**src/cft_pkg.sv**
```systemverilog
package cft_pkg;

   //////////////////////////////
   // Field widths
   //////////////////////////////

   localparam int WORD_W   = 16;               // Machine word
   localparam int OP_W     = 4;                // Opcode field
   localparam int OFFSET_W = 10;               // Page offset in IR
   localparam int PAGE_W   = 6;                // PC page bits, PC[15:10]

   typedef logic [WORD_W-1:0] word_t;          // ibus, addresses, IR

   //////////////////////////////
   // ALU flags
   //////////////////////////////

   // Bit order matches the skip mask, v at bit 3 down to z at bit 0
   typedef struct packed {
      logic v;                                 // Overflow
      logic l;                                 // Link
      logic n;                                 // Negative
      logic z;                                 // Zero
   } flags_t;

   //////////////////////////////
   // Instruction register view
   //////////////////////////////

   typedef struct packed {
      logic [OP_W-1:0]     op;                 // IR[15:12]
      logic                ind;                // IR[11], indirect
      logic                cur_page;           // IR[10], current page
      logic [OFFSET_W-1:0] offset;             // IR[9:0]
   } ir_fields_t;

   // Same offset bits, read as a skip condition
   typedef struct packed {
      logic [OFFSET_W-6:0] rsvd;               // IR[9:5], not part of the test
      logic                invert;             // IR[4]
      flags_t              mask;               // IR[3:0]
   } skip_cond_t;

   //////////////////////////////
   // Block results
   //////////////////////////////

   typedef struct packed {
      logic  valid;                            // One cycle after RAGL
      word_t addr;                             // Operand address
   } agl_result_t;

   // Control bus as seen by the rest of the machine
   typedef struct packed {
      logic            ir0;                    // IR[0]
      logic            ir2;                    // IR[2]
      logic            ir11;                   // IR[11], indirection
      logic [OP_W-1:0] ir12_15;                // IR[15:12]
      logic            skip;                   // Skip request, active high
      logic            ibus_en;                // We are driving ibus
      word_t           ibus;                   // Zero when not driving
   } cbus_t;

endpackage

```
**src/ir_decode.sv**
```systemverilog
module ir_decode import cft_pkg::*; (
   input  logic       clk,                     // Board clock
   input  logic       rst_n,                   // Sync reset, active low
   input  word_t      ibus_in,                 // Internal bus word
   input  logic       wir,                     // Write IR strobe
   output ir_fields_t fields                   // IR split into fields
);

   word_t ir_q;                                // The instruction register

   //////////////////////////////
   // Register
   //////////////////////////////

   // Loaded on WIR, new fields visible from the next cycle
   always_ff @(posedge clk) begin
      if (!rst_n) begin
         ir_q <= '0;                           // IR reads as zero after reset
      end else if (wir) begin
         ir_q <= ibus_in;                      // Latch the fetched word
      end
   end

   //////////////////////////////
   // Field view
   //////////////////////////////

   // Downstream blocks only see named fields
   always_comb begin
      fields = ir_fields_t'(ir_q);             // Op, ind, cur_page, offset
   end

endmodule

```
**src/skip_branch_logic.sv**
```systemverilog
module skip_branch_logic import cft_pkg::*; (
   input  logic       clk,                     // Board clock
   input  logic       rst_n,                   // Sync reset, active low
   input  ir_fields_t fields,                  // Current IR fields
   input  flags_t     flags,                   // ALU flags
   input  logic       skip_test,               // Evaluate the condition
   input  logic       skip_ext,                // External skip level
   output logic       skip_taken               // One-cycle skip pulse
);

   skip_cond_t   cond;                         // Offset read as a condition
   logic [3:0]   sel_flags;                    // Flags picked by the mask
   logic         flag_hit;                     // Any selected flag set
   logic         skip_now;                     // Outcome of this cycle
   logic         skip_q;                       // Registered outcome

   //////////////////////////////
   // Condition test
   //////////////////////////////

   always_comb begin
      cond      = skip_cond_t'(fields.offset); // IR[4] invert, IR[3:0] mask
      sel_flags = cond.mask & flags;           // Bitwise over v,l,n,z
      flag_hit  = |sel_flags;                  // OR of the selected flags
      // Zero mask gives hit 0, so invert alone means skip always
      skip_now  = (flag_hit ^ cond.invert) | skip_ext;
   end

   //////////////////////////////
   // Skip register
   //////////////////////////////

   // High only in the cycle after a strobe; back-to-back strobes chain
   always_ff @(posedge clk) begin
      if (!rst_n) begin
         skip_q <= 1'b0;                       // No skip pending
      end else begin
         skip_q <= skip_test & skip_now;       // Drops without a new strobe
      end
   end

   assign skip_taken = skip_q;                 // To bus merge

endmodule

```
**src/addr_gen.sv**
```systemverilog
module addr_gen import cft_pkg::*; (
   input  logic              clk,              // Board clock
   input  logic              rst_n,            // Sync reset, active low
   input  ir_fields_t        fields,           // Current IR fields
   input  logic [PAGE_W-1:0] pc_hi,            // PC[15:10]
   input  logic              ragl,             // Read AGL strobe
   output agl_result_t       result            // Valid bit and address
);

   word_t addr_next;                           // Address formed this cycle
   word_t addr_q;                              // Held operand address
   logic  valid_q;                             // Set for one cycle per strobe

   //////////////////////////////
   // Page select
   //////////////////////////////

   always_comb begin
      if (fields.cur_page) begin
         addr_next = {pc_hi, fields.offset};   // Current page
      end else begin
         addr_next = {{PAGE_W{1'b0}}, fields.offset}; // Page zero
      end
   end

   //////////////////////////////
   // Result registers
   //////////////////////////////

   always_ff @(posedge clk) begin
      if (!rst_n) begin
         valid_q <= 1'b0;                      // Bus idle after reset
      end else begin
         valid_q <= ragl;                      // Exactly one cycle per strobe
      end
   end

   // Operand address, loaded on each RAGL strobe
   always_ff @(posedge clk) begin
      if (ragl) begin
         addr_q <= addr_next;
      end
   end

   assign result = '{valid: valid_q, addr: addr_q}; // To bus merge

endmodule

```
**src/bus_merge.sv**
```systemverilog
module bus_merge import cft_pkg::*; #(
   parameter word_t RESET_VECTOR = 16'h8000    // Word driven during reset hold
) (
   input  ir_fields_t  fields,                 // Current IR fields
   input  logic        skip_taken,             // From skip logic
   input  agl_result_t agl,                    // From address generation
   input  logic        rsthold,                // Reset hold level
   output cbus_t       cbus                    // Control bus outputs
);

   logic  drive_en;                            // Someone owns ibus
   word_t drive_val;                           // Word put on ibus

   //////////////////////////////
   // ibus priority
   //////////////////////////////

   // Reset hold wins over the AGL, whatever it shows
   always_comb begin
      if (rsthold) begin
         drive_en  = 1'b1;
         drive_val = RESET_VECTOR;             // CPU fetches from the vector
      end else if (agl.valid) begin
         drive_en  = 1'b1;
         drive_val = agl.addr;                 // Operand address
      end else begin
         drive_en  = 1'b0;
         drive_val = '0;                       // Idle bus reads zero
      end
   end

   //////////////////////////////
   // Control bus assembly
   //////////////////////////////

   always_comb begin
      cbus         = '0;
      cbus.ir0     = fields.offset[0];         // IR[0]
      cbus.ir2     = fields.offset[2];         // IR[2]
      cbus.ir11    = fields.ind;               // IR[11]
      cbus.ir12_15 = fields.op;                // IR[15:12]
      cbus.skip    = skip_taken;               // Straight through
      cbus.ibus_en = drive_en;
      cbus.ibus    = drive_val;
   end

endmodule

```
**src/cft_pb1.sv**
```systemverilog
module cft_pb1 import cft_pkg::*; #(
   parameter word_t RESET_VECTOR = 16'h8000    // Passed to the bus merge
) (
   input  logic              clk,              // Board clock
   input  logic              rst_n,            // Sync reset, active low
   input  word_t             ibus_in,          // Incoming ibus word
   input  logic              wir,              // Write IR
   input  logic              ragl,             // Read AGL
   input  logic              skip_test,        // Evaluate skip condition
   input  flags_t            flags,            // ALU flags
   input  logic              skip_ext,         // External skip level
   input  logic [PAGE_W-1:0] pc_hi,            // PC[15:10]
   input  logic              rsthold,          // Reset hold level
   output cbus_t             cbus              // Control bus outputs
);

   //////////////////////////////
   // Internal wires
   //////////////////////////////

   ir_fields_t  ir_fields;                     // IR, as named fields
   logic        skip_taken;                    // Skip pulse
   agl_result_t agl_result;                    // Operand address and valid

   //////////////////////////////
   // Instruction register
   //////////////////////////////

   ir_decode ir_decode_i (
      .clk     (clk),
      .rst_n   (rst_n),
      .ibus_in (ibus_in),
      .wir     (wir),
      .fields  (ir_fields)
   );

   //////////////////////////////
   // Skip/branch logic
   //////////////////////////////

   skip_branch_logic skip_branch_logic_i (
      .clk        (clk),
      .rst_n      (rst_n),
      .fields     (ir_fields),
      .flags      (flags),
      .skip_test  (skip_test),
      .skip_ext   (skip_ext),
      .skip_taken (skip_taken)
   );

   //////////////////////////////
   // Address generation
   //////////////////////////////

   addr_gen addr_gen_i (
      .clk    (clk),
      .rst_n  (rst_n),
      .fields (ir_fields),
      .pc_hi  (pc_hi),
      .ragl   (ragl),
      .result (agl_result)
   );

   //////////////////////////////
   // Bus merge
   //////////////////////////////

   // Reset vector path and AGL share ibus here
   bus_merge #(
      .RESET_VECTOR (RESET_VECTOR)
   ) bus_merge_i (
      .fields     (ir_fields),
      .skip_taken (skip_taken),
      .agl        (agl_result),
      .rsthold    (rsthold),
      .cbus       (cbus)
   );

endmodule

```
**config.mk**
```make
export PLATFORM = sky130hd
export DESIGN_NAME = cft_pb1
export DESIGN_NICKNAME = d
export VERILOG_FILES = /design/src/cft_pkg.sv /design/src/ir_decode.sv /design/src/skip_branch_logic.sv /design/src/addr_gen.sv /design/src/bus_merge.sv /design/src/cft_pb1.sv
export SDC_FILE = /design/constraint.sdc
export NUM_CORES = 1
export LEC_CHECK = 0
export BUFFER_PORTS_ARGS = -buffer_cell sky130_fd_sc_hd__buf_2
export CORE_UTILIZATION = 42
export DETAILED_ROUTE_END_ITERATION = 16
export PLACE_DENSITY = 0.74
export SETUP_SLACK_MARGIN = 0.05
export SLEW_MARGIN = 0
export SYNTH_ARGS = -nofsm -noshare
export SYNTH_HDL_FRONTEND = slang
export SYNTH_SLANG_ARGS = --single-unit
```
**constraint.sdc**
```tcl
create_clock -name clk -period 1.8 [get_ports clk]
set_input_delay 0.27 -clock clk [delete_from_list [all_inputs] [get_ports clk]]
set_output_delay 0.27 -clock clk [all_outputs]
set_load 0.05 [all_outputs]
```
==> reports/summary.txt <==
Status -> finished, final reports clean
Met3 usage -> 7.14%
Count of cell types in the netlist -> 18
Synthesized flop and latch total -> 34
Vias per cell -> 4.49
Clk Latency, worst-skew pair -> 0.32 ns
Critical setup path kind -> flip-flop to primary output
H-tree Lvls -> 2
DRC viols -> 0
Post-synthesis sequential area ratio -> 59.0%
Final setup skew -> 0.00413 ns
Critical-path top delay cell -> dfxtp_1
Worst Setup SP -> addr_gen_i.valid_q
Detailed Route Iter0 Violations -> 12
Syn_area_per_cell -> 12.8 um2
GRT Total Usage -> 14.8%
M2 GR Usage -> 25.0%
Nets@finish -> 196
Worst r2r path cells -> 3
Initial antenna violation count -> 0
Total routed wirelength -> 2450 um
Grt total ovfl -> 0
Reg clk slew, reported paths -> 0.09 ns
Number of global-route vias before repair -> 899
Row cnt -> 20
Pin count of the biggest net entering global routing -> 19
HPWL Detailed -> 1760 um
Grt met1 use -> 15.8%
First-pass iteration count of the detailed router -> 2
Wirelength per Cell -> 11.8 um
Placed Cells -> 199
Startpoint class of the critical path -> flip-flop
Crit path cell chain -> nor2b_4, and2_1, buf_2
CTS buffer count -> 5
Rel. slew slack -> 68.7%
Commonest non-fill, non-tap cell in the layout -> buf_2
Final Power -> 0.00147 W
Min Clock Period, post-route -> 1.62 ns
Reg2reg start -> ir_decode_i.fields[2]
Diodes inserted -> 0
Ys flop type -> dfxtp_1
Max Freq -> 616 MHz
EDFF count, synth -> 16
Final period utilization -> 90.2%
Final setup viols -> 0
Commonest cells after routing, fill and taps aside -> buf_2, and2_1, dfxtp_1
Peak per-stage delay on the critical path -> 0.38 ns
# IOs -> 58
RSZ-0062 raised after global routing -> no
Cell Area, Synth -> 1430 um2
Worst Setup EP -> cbus[6]
Total negative slack -> 0 ns
Core footprint -> 3130 um2
Reg2reg end -> skip_branch_logic_i.skip_taken
Post-route insts no fill -> 208
DIE HEIGHT -> 60.3 um
Chip width -> 60.3 um
Initial Util -> 45.6%
Hold Violations, Final -> 0
Crit path DAT -> 1.35 ns
IO Port Bufs -> 57
Die footprint -> 3630 um2
CTS tree -> yes
Worst-path fanout max -> 8
Final weighted congestion in routability-driven placement -> 0.647
Vias after detailed routing -> 934
Leak -> 0.815 nW
Max VDD drop -> 0.000493 V
Least-Margin Pin Slew -> 0.470 ns
Reg-to-reg slack, setup -> 0.85 ns
Synthesized instance count -> 111
Yosys warning count -> 0
HP Class -> primary input to flip-flop
Most Used Layer, Global Route -> met2
First-pass GRT wire length -> 3800 um
Layout cells sized above 1 -> 41.5%
Worst Setup End Kind -> primary output
Pwr Density -> 854 nW/um2
Post-synth ARST share -> 0%
Post-synthesis net count -> 144
Clock root buffer -> clkbuf_4
Clock Sinks -> 34
Antenna-violating nets left -> 0
Worst EP required -> 1.53 ns
Synth-to-layout area growth -> 20.9%
Max-cap violations -> 0
Pins Over Slew Limit -> 0
Clk buf depth -> 2
Fill cells -> 294
flip-flops by register name, indices dropped and copies added, names as in the netlist:
name,count
addr_gen_i.addr_q,16
addr_gen_i.valid_q,1
ir_decode_i.fields,16
skip_branch_logic_i.skip_taken,1
stage by stage:
stage / setup WS (ns) / cell area, um2 / hold WS [ns] / utilization, %
after floorplan: 0.462 / 1430 / 0.382 / -
after global placement: 0.364 / 1650 / 0.419 / 52.9
after detailed placement: 0.305 / 1650 / 0.420 / 52.9
after CTS: 0.103 / 1710 / 0.169 / 54.6
after global routing: 0.0548 / 1720 / 0.167 / 55.1
final: 0.177 / 1720 / 0.180 / 55.1
report_power, final:
group / switching [W] / leakage, nW / internal [W]
Sequential: 0.0000209 / 0.313 / 0.000856
Clock: 0.000234 / 0.0297 / 0.000147
Combinational: 0.000133 / 0.472 / 0.0000799
worst min path at each step:
stage | endpoint | from | cells after the start | slack [ns]
after global routing | skip_branch_logic_i.skip_taken | skip_test | 3 | 0.17
after global placement | addr_gen_i.addr_q[8] | ir_decode_i.fields[8] | 0 | 0.42
after floorplan | addr_gen_i.addr_q[0] | ragl | 0 | 0.38
after detailed placement | addr_gen_i.addr_q[9] | ir_decode_i.fields[9] | 0 | 0.42
after CTS | skip_branch_logic_i.skip_taken | skip_test | 3 | 0.17
final | skip_branch_logic_i.skip_taken | skip_test | 3 | 0.18
layer usage:
metal  vias up  wire length, um
li1        471                -
met1       421             1010
met2        38             1230
met3         4              180
met4         0               26
met5         -                0
critical path: cells and delay by family (launching register included):
family / cells / cell delay (ns)
and+or+nand+nor: 2 / 0.39
DFF: 1 / 0.38
buffers and inverters: 1 / 0.26
what timing repair did:
item,CTS,global route
setup endpoints to repair,15,15
resized for setup,1,1
hold buffers,0,0
gates cloned,0,1
setup buffers,0,0
layout make-up:
class / count / area (um2) / area share, %
sequential: 34 / 841 / 48.8
multi-input combinational: 65 / 492 / 28.5
timing repair buffer: 57 / 285 / 16.6
tap: 44 / 55.1 / 3.20
clock buffer: 6 / 41.3 / 2.40
clock inverter: 2 / 8.76 / 0.508
cell families (layout without fill, tap and decap cells):
logic type	after synthesis	after routing	synth area share [%]
AOI/OAI and AO/OA	5	5	3.25
buffers and inverters	13	65	7.81
DFF	34	34	59.0
muxes	16	16	11.2
and+or+nand+nor	43	44	18.7
synth_stat cells (2+ instances only):
cell type / n / area [um2]
dfxtp_1: 18 / 360
nor2b_1: 16 / 100
a22oi_2: 2 / 25.0
and2_1: 22 / 138
buf_4: 10 / 75.1
mux2i_1: 16 / 160
edfxtp_1: 16 / 480
No activity file was read; power rests on OpenSTA's default activity.
